===== src/hdl/frv_pkg.sv =====
package frv_pkg;

  // ------------------------------------------------------------------------
  // Widths
  // ------------------------------------------------------------------------
  localparam int XLEN = 32;                  // RV32 data word

  typedef logic [XLEN-1:0] xword_t;           // Operands, results, pc
  typedef logic [4:0]      reg_idx_t;         // GPR index x0..x31

  // ------------------------------------------------------------------------
  // Micro-op and unit codes
  // ------------------------------------------------------------------------
  typedef logic [4:0] uop_t;

  localparam uop_t UOP_ADD  = 5'd0;
  localparam uop_t UOP_SUB  = 5'd1;
  localparam uop_t UOP_AND  = 5'd2;
  localparam uop_t UOP_OR   = 5'd3;
  localparam uop_t UOP_XOR  = 5'd4;
  localparam uop_t UOP_SLT  = 5'd5;           // Signed less than
  localparam uop_t UOP_SLTU = 5'd6;           // Unsigned less than
  localparam uop_t UOP_SLL  = 5'd7;
  localparam uop_t UOP_SRL  = 5'd8;
  localparam uop_t UOP_SRA  = 5'd9;
  localparam uop_t UOP_BEQ  = 5'd16;          // Control flow codes
  localparam uop_t UOP_BNE  = 5'd17;
  localparam uop_t UOP_BLT  = 5'd18;
  localparam uop_t UOP_BGE  = 5'd19;
  localparam uop_t UOP_JAL  = 5'd20;

  typedef logic [4:0] fu_t;                   // One-hot unit select

  localparam int FU_ALU = 0;                  // Bit position
  localparam int FU_CFU = 1;                  // Bit position

  // ------------------------------------------------------------------------
  // Operand sources, remaining bits reserved
  // ------------------------------------------------------------------------
  typedef logic [7:0] opr_src_t;

  localparam int OPR_A_RS1 = 0;
  localparam int OPR_A_PC  = 1;
  localparam int OPR_B_RS2 = 2;
  localparam int OPR_B_IMM = 3;

  // Writeback control-flow request FSM
  typedef enum logic [1:0] {
    WB_RUN,                                   // Items retire freely
    WB_REQ,                                   // cf_req up, waiting for ack
    WB_REL                                    // Ack seen, waiting for it to drop
  } wb_state_t;

endpackage


===== src/hdl/frv_stage_if.sv =====
`timescale 1ns/1ps

interface frv_stage_if;

  logic              p_valid;                 // Dispatch register holds an item
  logic              p_busy;                  // Execute cannot take it
  frv_pkg::reg_idx_t rd;                      // Destination register
  frv_pkg::xword_t   opr_a;
  frv_pkg::xword_t   opr_b;
  frv_pkg::xword_t   opr_c;                   // Branch target
  frv_pkg::xword_t   pc;
  frv_pkg::uop_t     uop;
  frv_pkg::fu_t      fu;

  modport up (
    output p_valid, rd, opr_a, opr_b, opr_c, pc, uop, fu,
    input  p_busy
  );

  modport down (
    input  p_valid, rd, opr_a, opr_b, opr_c, pc, uop, fu,
    output p_busy
  );

endinterface


===== src/hdl/frv_result_if.sv =====
`timescale 1ns/1ps

interface frv_result_if;

  logic              p_valid;                 // Result register holds an item
  logic              p_busy;                  // Writeback stalled
  frv_pkg::reg_idx_t rd;
  frv_pkg::xword_t   wdata;                   // ALU result or link value
  logic              wen;                     // GPR write wanted
  logic              taken;                   // Control flow change
  frv_pkg::xword_t   target;
  frv_pkg::xword_t   pc;

  modport up (
    output p_valid, rd, wdata, wen, taken, target, pc,
    input  p_busy
  );

  modport down (
    input  p_valid, rd, wdata, wen, taken, target, pc,
    output p_busy
  );

endinterface


===== src/hdl/frv_gprs.sv =====
`timescale 1ns/1ps

module frv_gprs (
  input  logic              g_clk,
  input  logic              reset,
  input  frv_pkg::reg_idx_t rs1_addr,
  input  frv_pkg::reg_idx_t rs2_addr,
  output frv_pkg::xword_t   rs1_data,
  output frv_pkg::xword_t   rs2_data,
  input  logic              gpr_wen,
  input  frv_pkg::reg_idx_t gpr_rd,
  input  frv_pkg::xword_t   gpr_wdata
);

  frv_pkg::xword_t regs [1:31];               // x0 has no storage

  always_ff @(posedge g_clk) begin
    if (reset) begin
      for (int i = 1; i < 32; i++) begin
        regs[i] <= '0;
      end
    end else if (gpr_wen && gpr_rd != '0) begin  // Writes to x0 dropped
      regs[gpr_rd] <= gpr_wdata;
    end
  end

  // Combinational reads, x0 is hardwired zero
  assign rs1_data = (rs1_addr == '0) ? '0 : regs[rs1_addr];
  assign rs2_data = (rs2_addr == '0) ? '0 : regs[rs2_addr];

endmodule


===== src/hdl/frv_pipeline_dispatch.sv =====
`timescale 1ns/1ps

module frv_pipeline_dispatch (
  input  logic               g_clk,
  input  logic               reset,
  output logic               s2_p_busy,     // Dispatch register full and stuck
  input  logic               s2_p_valid,
  input  frv_pkg::reg_idx_t  s2_rd,
  input  frv_pkg::reg_idx_t  s2_rs1,
  input  frv_pkg::reg_idx_t  s2_rs2,
  input  frv_pkg::xword_t    s2_imm,
  input  frv_pkg::xword_t    s2_pc,
  input  frv_pkg::uop_t      s2_uop,
  input  frv_pkg::fu_t       s2_fu,
  input  frv_pkg::opr_src_t  s2_opr_src,
  output frv_pkg::reg_idx_t  rs1_addr,      // GPR read ports
  output frv_pkg::reg_idx_t  rs2_addr,
  input  frv_pkg::xword_t    rs1_data,
  input  frv_pkg::xword_t    rs2_data,
  input  logic               fwd_s3_wen,    // Result of item now in execute
  input  frv_pkg::reg_idx_t  fwd_s3_rd,
  input  frv_pkg::xword_t    fwd_s3_wdata,
  input  logic               fwd_s4_wen,    // Result register of execute
  input  frv_pkg::reg_idx_t  fwd_s4_rd,
  input  frv_pkg::xword_t    fwd_s4_wdata,
  frv_stage_if.up            s3
);

  frv_pkg::xword_t rs1_val;                   // Forwarded source values
  frv_pkg::xword_t rs2_val;
  frv_pkg::xword_t opr_a;
  frv_pkg::xword_t opr_b;
  logic            accept;
  logic            s3_fire;

  // Youngest producer wins, x0 always zero
  function automatic frv_pkg::xword_t resolve(
    input frv_pkg::reg_idx_t idx,
    input frv_pkg::xword_t   rf_data
  );
    if (idx == '0) begin
      return '0;
    end else if (fwd_s3_wen && fwd_s3_rd == idx) begin
      return fwd_s3_wdata;
    end else if (fwd_s4_wen && fwd_s4_rd == idx) begin
      return fwd_s4_wdata;
    end
    return rf_data;
  endfunction

  assign rs1_addr = s2_rs1;
  assign rs2_addr = s2_rs2;

  always_comb begin
    rs1_val = resolve(s2_rs1, rs1_data);
    rs2_val = resolve(s2_rs2, rs2_data);
  end

  // ------------------------------------------------------------------------
  // Operand selection
  // ------------------------------------------------------------------------
  always_comb begin
    opr_a = '0;                               // Neither source bit set
    if (s2_opr_src[frv_pkg::OPR_A_RS1]) begin
      opr_a = rs1_val;
    end else if (s2_opr_src[frv_pkg::OPR_A_PC]) begin
      opr_a = s2_pc;
    end
    opr_b = '0;
    if (s2_opr_src[frv_pkg::OPR_B_RS2]) begin
      opr_b = rs2_val;
    end else if (s2_opr_src[frv_pkg::OPR_B_IMM]) begin
      opr_b = s2_imm;
    end
  end

  // ------------------------------------------------------------------------
  // Stage handshake and operand register
  // ------------------------------------------------------------------------
  assign s3_fire   = s3.p_valid && !s3.p_busy;      // Item moves to execute
  assign s2_p_busy = s3.p_valid && s3.p_busy;       // Free if empty or leaving
  assign accept    = s2_p_valid && !s2_p_busy;

  always_ff @(posedge g_clk) begin
    if (reset) begin
      s3.p_valid <= 1'b0;
    end else if (accept) begin
      s3.p_valid <= 1'b1;
    end else if (s3_fire) begin
      s3.p_valid <= 1'b0;
    end
  end

  always_ff @(posedge g_clk) begin
    if (accept) begin                         // Payload only
      s3.rd    <= s2_rd;
      s3.opr_a <= opr_a;
      s3.opr_b <= opr_b;
      s3.opr_c <= s2_pc + s2_imm;             // Branch or jump target
      s3.pc    <= s2_pc;
      s3.uop   <= s2_uop;
      s3.fu    <= s2_fu;
    end
  end

endmodule


===== src/hdl/frv_pipeline_execute.sv =====
`timescale 1ns/1ps

module frv_pipeline_execute (
  input  logic              g_clk,
  input  logic              reset,
  frv_stage_if.down         s3,
  frv_result_if.up          s4,
  output logic              fwd_s3_wen,      // Combinational result
  output frv_pkg::reg_idx_t fwd_s3_rd,
  output frv_pkg::xword_t   fwd_s3_wdata,
  output logic              fwd_s4_wen,      // Registered result
  output frv_pkg::reg_idx_t fwd_s4_rd,
  output frv_pkg::xword_t   fwd_s4_wdata
);

  frv_pkg::xword_t alu_result;
  frv_pkg::xword_t wdata;
  logic            cond;                      // Branch condition holds
  logic            is_cfu;
  logic            wen;
  logic            taken;
  logic            s3_fire;
  logic            s4_fire;

  // ------------------------------------------------------------------------
  // ALU
  // ------------------------------------------------------------------------
  always_comb begin
    case (s3.uop)
      frv_pkg::UOP_ADD:  alu_result = s3.opr_a + s3.opr_b;
      frv_pkg::UOP_SUB:  alu_result = s3.opr_a - s3.opr_b;
      frv_pkg::UOP_AND:  alu_result = s3.opr_a & s3.opr_b;
      frv_pkg::UOP_OR:   alu_result = s3.opr_a | s3.opr_b;
      frv_pkg::UOP_XOR:  alu_result = s3.opr_a ^ s3.opr_b;
      frv_pkg::UOP_SLT:  alu_result = {31'b0, $signed(s3.opr_a) < $signed(s3.opr_b)};
      frv_pkg::UOP_SLTU: alu_result = {31'b0, s3.opr_a < s3.opr_b};
      frv_pkg::UOP_SLL:  alu_result = s3.opr_a << s3.opr_b[4:0];
      frv_pkg::UOP_SRL:  alu_result = s3.opr_a >> s3.opr_b[4:0];
      frv_pkg::UOP_SRA:  alu_result = $signed(s3.opr_a) >>> s3.opr_b[4:0];
      default:           alu_result = '0;
    endcase
  end

  // Branch compare, JAL always taken
  always_comb begin
    case (s3.uop)
      frv_pkg::UOP_BEQ: cond = s3.opr_a == s3.opr_b;
      frv_pkg::UOP_BNE: cond = s3.opr_a != s3.opr_b;
      frv_pkg::UOP_BLT: cond = $signed(s3.opr_a) <  $signed(s3.opr_b);
      frv_pkg::UOP_BGE: cond = $signed(s3.opr_a) >= $signed(s3.opr_b);
      frv_pkg::UOP_JAL: cond = 1'b1;
      default:          cond = 1'b0;
    endcase
  end

  assign is_cfu = s3.fu[frv_pkg::FU_CFU];
  assign taken  = is_cfu && cond;
  assign wdata  = is_cfu ? s3.pc + 32'd4 : alu_result;     // Link value for JAL
  assign wen    = (s3.fu[frv_pkg::FU_ALU] || (is_cfu && s3.uop == frv_pkg::UOP_JAL)) &&
                  (s3.rd != '0);

  // ------------------------------------------------------------------------
  // Result register
  // ------------------------------------------------------------------------
  assign s4_fire  = s4.p_valid && !s4.p_busy;
  assign s3.p_busy = s4.p_valid && s4.p_busy;
  assign s3_fire  = s3.p_valid && !s3.p_busy;

  always_ff @(posedge g_clk) begin
    if (reset) begin
      s4.p_valid <= 1'b0;
    end else if (s3_fire) begin
      s4.p_valid <= 1'b1;
    end else if (s4_fire) begin
      s4.p_valid <= 1'b0;
    end
  end

  always_ff @(posedge g_clk) begin
    if (s3_fire) begin
      s4.rd     <= s3.rd;
      s4.wdata  <= wdata;
      s4.wen    <= wen;
      s4.taken  <= taken;
      s4.target <= s3.opr_c;
      s4.pc     <= s3.pc;
    end
  end

  // Forwarding toward dispatch
  assign fwd_s3_wen   = s3.p_valid && wen;
  assign fwd_s3_rd    = s3.rd;
  assign fwd_s3_wdata = wdata;
  assign fwd_s4_wen   = s4.p_valid && s4.wen;
  assign fwd_s4_rd    = s4.rd;
  assign fwd_s4_wdata = s4.wdata;

endmodule


===== src/hdl/frv_pipeline_writeback.sv =====
`timescale 1ns/1ps

module frv_pipeline_writeback (
  input  logic              g_clk,
  input  logic              reset,
  frv_result_if.down        s4,
  output logic              gpr_wen,         // Register file write port
  output frv_pkg::reg_idx_t gpr_rd,
  output frv_pkg::xword_t   gpr_wdata,
  output logic              cf_req,          // Four-phase request
  output frv_pkg::xword_t   cf_target,
  input  logic              cf_ack,
  output logic              trs_valid,       // Retire trace
  output frv_pkg::xword_t   trs_pc,
  output frv_pkg::reg_idx_t trs_rd,
  output frv_pkg::xword_t   trs_wdata,
  output logic              trs_wen
);

  frv_pkg::wb_state_t state;
  logic               cf_pend;               // Taken item at the head
  logic               retire;

  assign cf_pend = s4.p_valid && s4.taken;

  // ------------------------------------------------------------------------
  // Control-flow request FSM
  // ------------------------------------------------------------------------
  always_ff @(posedge g_clk) begin
    if (reset) begin
      state <= frv_pkg::WB_RUN;
    end else begin
      case (state)
        frv_pkg::WB_RUN: if (cf_pend) state <= frv_pkg::WB_REQ;
        frv_pkg::WB_REQ: if (cf_ack)  state <= frv_pkg::WB_REL;  // Item retires here
        frv_pkg::WB_REL: if (!cf_ack) state <= frv_pkg::WB_RUN;  // Ack released
        default:                      state <= frv_pkg::WB_RUN;
      endcase
    end
  end

  // Request goes up in the first cycle the taken item is seen
  assign cf_req    = (state == frv_pkg::WB_RUN && cf_pend) || (state == frv_pkg::WB_REQ);
  assign cf_target = s4.target;              // Held stable by the stall

  always_comb begin
    case (state)
      frv_pkg::WB_RUN: s4.p_busy = cf_pend;
      frv_pkg::WB_REQ: s4.p_busy = !cf_ack;
      default:         s4.p_busy = 1'b1;
    endcase
  end

  // ------------------------------------------------------------------------
  // Retire and register write
  // ------------------------------------------------------------------------
  assign retire    = s4.p_valid && !s4.p_busy;

  assign gpr_wen   = retire && s4.wen;
  assign gpr_rd    = s4.rd;
  assign gpr_wdata = s4.wdata;

  assign trs_valid = retire;
  assign trs_pc    = s4.pc;
  assign trs_rd    = s4.rd;
  assign trs_wdata = s4.wdata;
  assign trs_wen   = s4.wen;                 // Already low for x0

endmodule


===== src/hdl/frv_pipeline_back.sv =====
`timescale 1ns/1ps

module frv_pipeline_back (
  input  logic              g_clk,
  input  logic              reset,
  output logic              s2_p_busy,       // Backend cannot accept
  input  logic              s2_p_valid,
  input  frv_pkg::reg_idx_t s2_rd,
  input  frv_pkg::reg_idx_t s2_rs1,
  input  frv_pkg::reg_idx_t s2_rs2,
  input  frv_pkg::xword_t   s2_imm,
  input  frv_pkg::xword_t   s2_pc,
  input  frv_pkg::uop_t     s2_uop,
  input  frv_pkg::fu_t      s2_fu,
  input  frv_pkg::opr_src_t s2_opr_src,
  output logic              cf_req,          // Control flow change to frontend
  output frv_pkg::xword_t   cf_target,
  input  logic              cf_ack,
  output logic              trs_valid,       // One pulse per retired item
  output frv_pkg::xword_t   trs_pc,
  output frv_pkg::reg_idx_t trs_rd,
  output frv_pkg::xword_t   trs_wdata,
  output logic              trs_wen
);

  // ------------------------------------------------------------------------
  // Inter-stage wiring
  // ------------------------------------------------------------------------
  frv_pkg::reg_idx_t rs1_addr;
  frv_pkg::reg_idx_t rs2_addr;
  frv_pkg::xword_t   rs1_data;
  frv_pkg::xword_t   rs2_data;

  logic              fwd_s3_wen;
  frv_pkg::reg_idx_t fwd_s3_rd;
  frv_pkg::xword_t   fwd_s3_wdata;
  logic              fwd_s4_wen;
  frv_pkg::reg_idx_t fwd_s4_rd;
  frv_pkg::xword_t   fwd_s4_wdata;

  logic              gpr_wen;
  frv_pkg::reg_idx_t gpr_rd;
  frv_pkg::xword_t   gpr_wdata;

  frv_stage_if  s3_if ();                    // Dispatch to execute
  frv_result_if s4_if ();                    // Execute to writeback

  frv_gprs i_gprs (
    .g_clk, .reset,
    .rs1_addr, .rs2_addr, .rs1_data, .rs2_data,
    .gpr_wen, .gpr_rd, .gpr_wdata
  );

  frv_pipeline_dispatch i_pipeline_dispatch (
    .g_clk, .reset,
    .s2_p_busy, .s2_p_valid, .s2_rd, .s2_rs1, .s2_rs2, .s2_imm, .s2_pc,
    .s2_uop, .s2_fu, .s2_opr_src,
    .rs1_addr, .rs2_addr, .rs1_data, .rs2_data,
    .fwd_s3_wen, .fwd_s3_rd, .fwd_s3_wdata,
    .fwd_s4_wen, .fwd_s4_rd, .fwd_s4_wdata,
    .s3 (s3_if.up)
  );

  frv_pipeline_execute i_pipeline_execute (
    .g_clk, .reset,
    .s3 (s3_if.down),
    .s4 (s4_if.up),
    .fwd_s3_wen, .fwd_s3_rd, .fwd_s3_wdata,
    .fwd_s4_wen, .fwd_s4_rd, .fwd_s4_wdata
  );

  frv_pipeline_writeback i_pipeline_writeback (
    .g_clk, .reset,
    .s4 (s4_if.down),
    .gpr_wen, .gpr_rd, .gpr_wdata,
    .cf_req, .cf_target, .cf_ack,
    .trs_valid, .trs_pc, .trs_rd, .trs_wdata, .trs_wen
  );

endmodule


===== config.mk =====
export PLATFORM = sky130hd
export DESIGN_NAME = frv_pipeline_back
export DESIGN_NICKNAME = d
export VERILOG_FILES = /design/src/hdl/frv_pkg.sv /design/src/hdl/frv_stage_if.sv /design/src/hdl/frv_result_if.sv /design/src/hdl/frv_gprs.sv /design/src/hdl/frv_pipeline_dispatch.sv /design/src/hdl/frv_pipeline_execute.sv /design/src/hdl/frv_pipeline_writeback.sv /design/src/hdl/frv_pipeline_back.sv
export SDC_FILE = /design/constraint.sdc
export NUM_CORES = 2
export LEC_CHECK = 0
export ABC_CLOCK_PERIOD_IN_PS = 19350
export CORE_MARGIN = 10
export CORE_UTILIZATION = 40
export DETAILED_ROUTE_END_ITERATION = 8
export DONT_BUFFER_PORTS = 1
export GPL_TIMING_DRIVEN = 0
export PLACE_DENSITY = 0.53
export RECOVER_POWER = 100
export SYNTH_ARGS = -nofsm -noshare
export SYNTH_HDL_FRONTEND = slang
export SYNTH_SLANG_ARGS = --single-unit

===== constraint.sdc =====
create_clock -name g_clk -period 19.35 [get_ports g_clk]
set_clock_uncertainty 0.15 [all_clocks]
set_input_delay 3.87 -clock g_clk [delete_from_list [all_inputs] [get_ports g_clk]]
set_output_delay 3.87 -clock g_clk [all_outputs]
set_load 0.02 [all_outputs]

==> metrics.txt <==
First-pass DRT Iterations=6; Initial Util=0.4022; Crit. End Element=register; CTS tree=yes; Vias/cell=6.812; placed inst area=0.07845 mm2; clk sink count=1,271; antenna-violating nets left=0; post-layout util=0.4465; max cap viols=76; Max VDD drop=67.22 uV; Clock transition at path regs=60 ps; number of distinct library cells after synthesis=85; Max Root-Sink Buffers=3; first-pass GRT wire length=494.0 mm; Worst Tran Pin Value=5326 ps; die extent in y=451.6 um; Final Wtd Congestion=1.017; Worst-Skew Late Latency=830 ps; ys async rst share=0; post-route cell area=around 0.083 mm2; total gr overflow=0; Nets=between 5,000 and 6,000; io pins=206; Synth Flop Type=edfxtp_1; minimum clock period=about 10,000 ps; Slew headroom=-2.550; Layout area overhead=11.00%; most frequent cells in the layout=edfxtp_1 (1,267), mux4_2 (696), and2_0 (535); drt drc=0; wire length per cell=45.77 um; core footprint=0.1852 mm2; Reg area=0.03813 mm2; layout cell share with drive strength beyond 1=0.1771; CTS Buf Count=between 100 and 150; period utilization=0.5274; Final Max Slew Viols=1,555; sequential-to-total area share from yosys stat=0.5117; vias in the first global route=around 53,000; initial antenna violation count=65; multi-input combinational cell area=between 0.03 and 0.04 mm2; hpwl dp=270.9 mm; Required @ worst endpoint=19,630 ps; cts hold-fix bufs=0; DRT iter0 DRCs=around 9,100; gr usage total=0.3597; CTS root buffer=clkbuf_16; vias post-DR=56,260; Mapped Area=0.07451 mm2; # port buffers=0; total setup buffers inserted after CTS=0; Synth warnings=0; row count=158; post_cts resized=0; # setup viols final=0; Post-synth EDFFs=1,267; commonest non-fill, non-tap cell in the layout=edfxtp_1; Final Hold Viols=0; crit start category=input pin; Setup Total Neg Slack=0 ps; #FFs+latches synth=1,271; worst setup margin=9144 ps; Worst Setup Path Type=input pin to register; RSZ-0062 raised after global routing=false; CP max FO=30; Mean Syn Cell Area=13.80 um2; CP Data Arrival Time=between 10,000 and 15,000 ps; dpl ws=10,010 ps; H-tree Lvls=4; worst hold path class=register to register; drt total wl=around 380 mm; Power Dens Cells=between 80 and 90 mW/mm2; Mapped Cells=5,400; die area=0.2039 mm2; Fill cells=16,950; violated checks=capacitance limit, slew limit; fmax=just under 100 MHz; LEAKAGE=28.60 nW; chip width=451.6 um; largest net degree at the start of global routing=34; status=finished, violations left
-- report_power, final --
group	switching (mW)	total (mW)	internal [mW]
registers	0.138	3.31	3.17
clock network	1.23	2.81	1.58
logic	0.807	1.23	0.421
total	2.18	7.34	5.17
-- per-stage QoR --
step | hold slack, ps | cells | power, mW
floorplan | 250.3 | 5431 | 3.988
global placement | 250.7 | 7911 | 4.533
detailed placement | 255.2 | 7936 | 4.536
CTS | 260.6 | 8198 | 7.277
global route | 270.9 | 8209 | 7.461
finish | 257.1 | 8258 | 7.342
-- worst max-delay path, stage by stage --
cell	delay, ps
mux2i_1	50
or2_0	550
a21boi_0	2510
clkbuf_1	1250
clkbuf_1	990
clkbuf_1	1190
-- synthesized netlist by cell type, types with 17 or more instances --
library cell,instances,area share
nand2_1,175,0.0088
a221oi_1,41,0.0048
buf_1,68,0.0034
a31oi_1,43,0.0036
or2_2,39,0.0033
xnor2_1,71,0.0083
buf_2,31,0.0021
edfxtp_1,1267,0.51
a211oi_1,38,0.0038
clkbuf_1,381,0.019
mux2i_1,133,0.018
nor2_1,251,0.013
o21ai_0,182,0.012
mux4_2,696,0.21
nand4_1,21,0.0018
nand3_1,66,0.0044
o211ai_1,18,0.0018
and3_1,17,0.0014
ha_1,132,0.022
and2_1,1003,0.084
xor2_1,29,0.0034
inv_1,138,0.0070
a21o_1,24,0.0024
nor3_1,45,0.0030
nor2b_1,18,0.0015
a21oi_1,167,0.011
-- worst paths after layout --
path                                                 startpoint  slack [ps]  depth (start not counted)                               end
worst max register to register  i_pipeline_dispatch.s3.opr_b[2]       11610                         15   i_pipeline_dispatch.s3.opr_a[0]
worst min register to register  i_pipeline_dispatch.s3.opr_c[4]         260                          0   i_pipeline_execute.s4.target[4]
worst min-delay path            i_pipeline_dispatch.s3.opr_c[4]         260                          0   i_pipeline_execute.s4.target[4]
worst max-delay path                                     cf_ack        9140                          6  i_pipeline_execute.s4.target[19]
-- registers in the layout, summed over array words and instances (netlist names) --
signal and flops:
i_gprs.regs 1024, i_pipeline_dispatch.s3.fu 2, i_pipeline_dispatch.s3.opr_a 32, i_pipeline_dispatch.s3.opr_b 32
i_pipeline_dispatch.s3.opr_c 32, i_pipeline_dispatch.s3.p_valid 1, i_pipeline_dispatch.s3.pc 32, i_pipeline_dispatch.s3.rd 5
i_pipeline_dispatch.s3.uop 5, i_pipeline_execute.fwd_s4_rd 5, i_pipeline_execute.fwd_s4_wdata 32, i_pipeline_execute.s4.p_valid 1
i_pipeline_execute.s4.pc 32, i_pipeline_execute.s4.taken 1, i_pipeline_execute.s4.target 32, i_pipeline_execute.s4.wen 1
i_pipeline_writeback.state 2
-- routing by layer --
layer	global-route usage	wire, um	vias to the layer above	part of all wire
met1	0.4469	135200	29270	0.36
li1	-	-	21230	-
met5	0.002098	456	-	0.0012
met2	0.5340	162200	4653	0.43
met4	0.2071	27430	39	0.073
met3	0.1392	52630	1061	0.14
-- layout make-up --
cell class | instances | area share
Clock buffer | 186 | 0.04728
Multi-Input combinational cell | 3527 | 0.4110
Antenna cell | 57 | 0.001725
Tap cell | 2480 | 0.03752
Clock inverter | 76 | 0.008729
Timing Repair Buffer | 28 | 0.002088
Inverter | 141 | 0.006399
Sequential cell | 1271 | 0.4610
Buffer | 492 | 0.02430
-- kinds of logic (layout without fill, tap and decap cells) --
kind of cell	after synthesis	count (layout)	share of synthesized area
XOR/XNOR	100	100	0.01175
other	1	89	0.00005033
multiplexers	844	844	0.2305
adder cells (fa/ha/maj)	135	135	0.02297
flip-flops	1271	1271	0.5117
buffers and inverters	633	923	0.03332
AO/OA/AOI/OAI	706	706	0.06141
AND/OR/NAND/NOR	1710	1710	0.1283
Power figures use the tool's default switching activity.
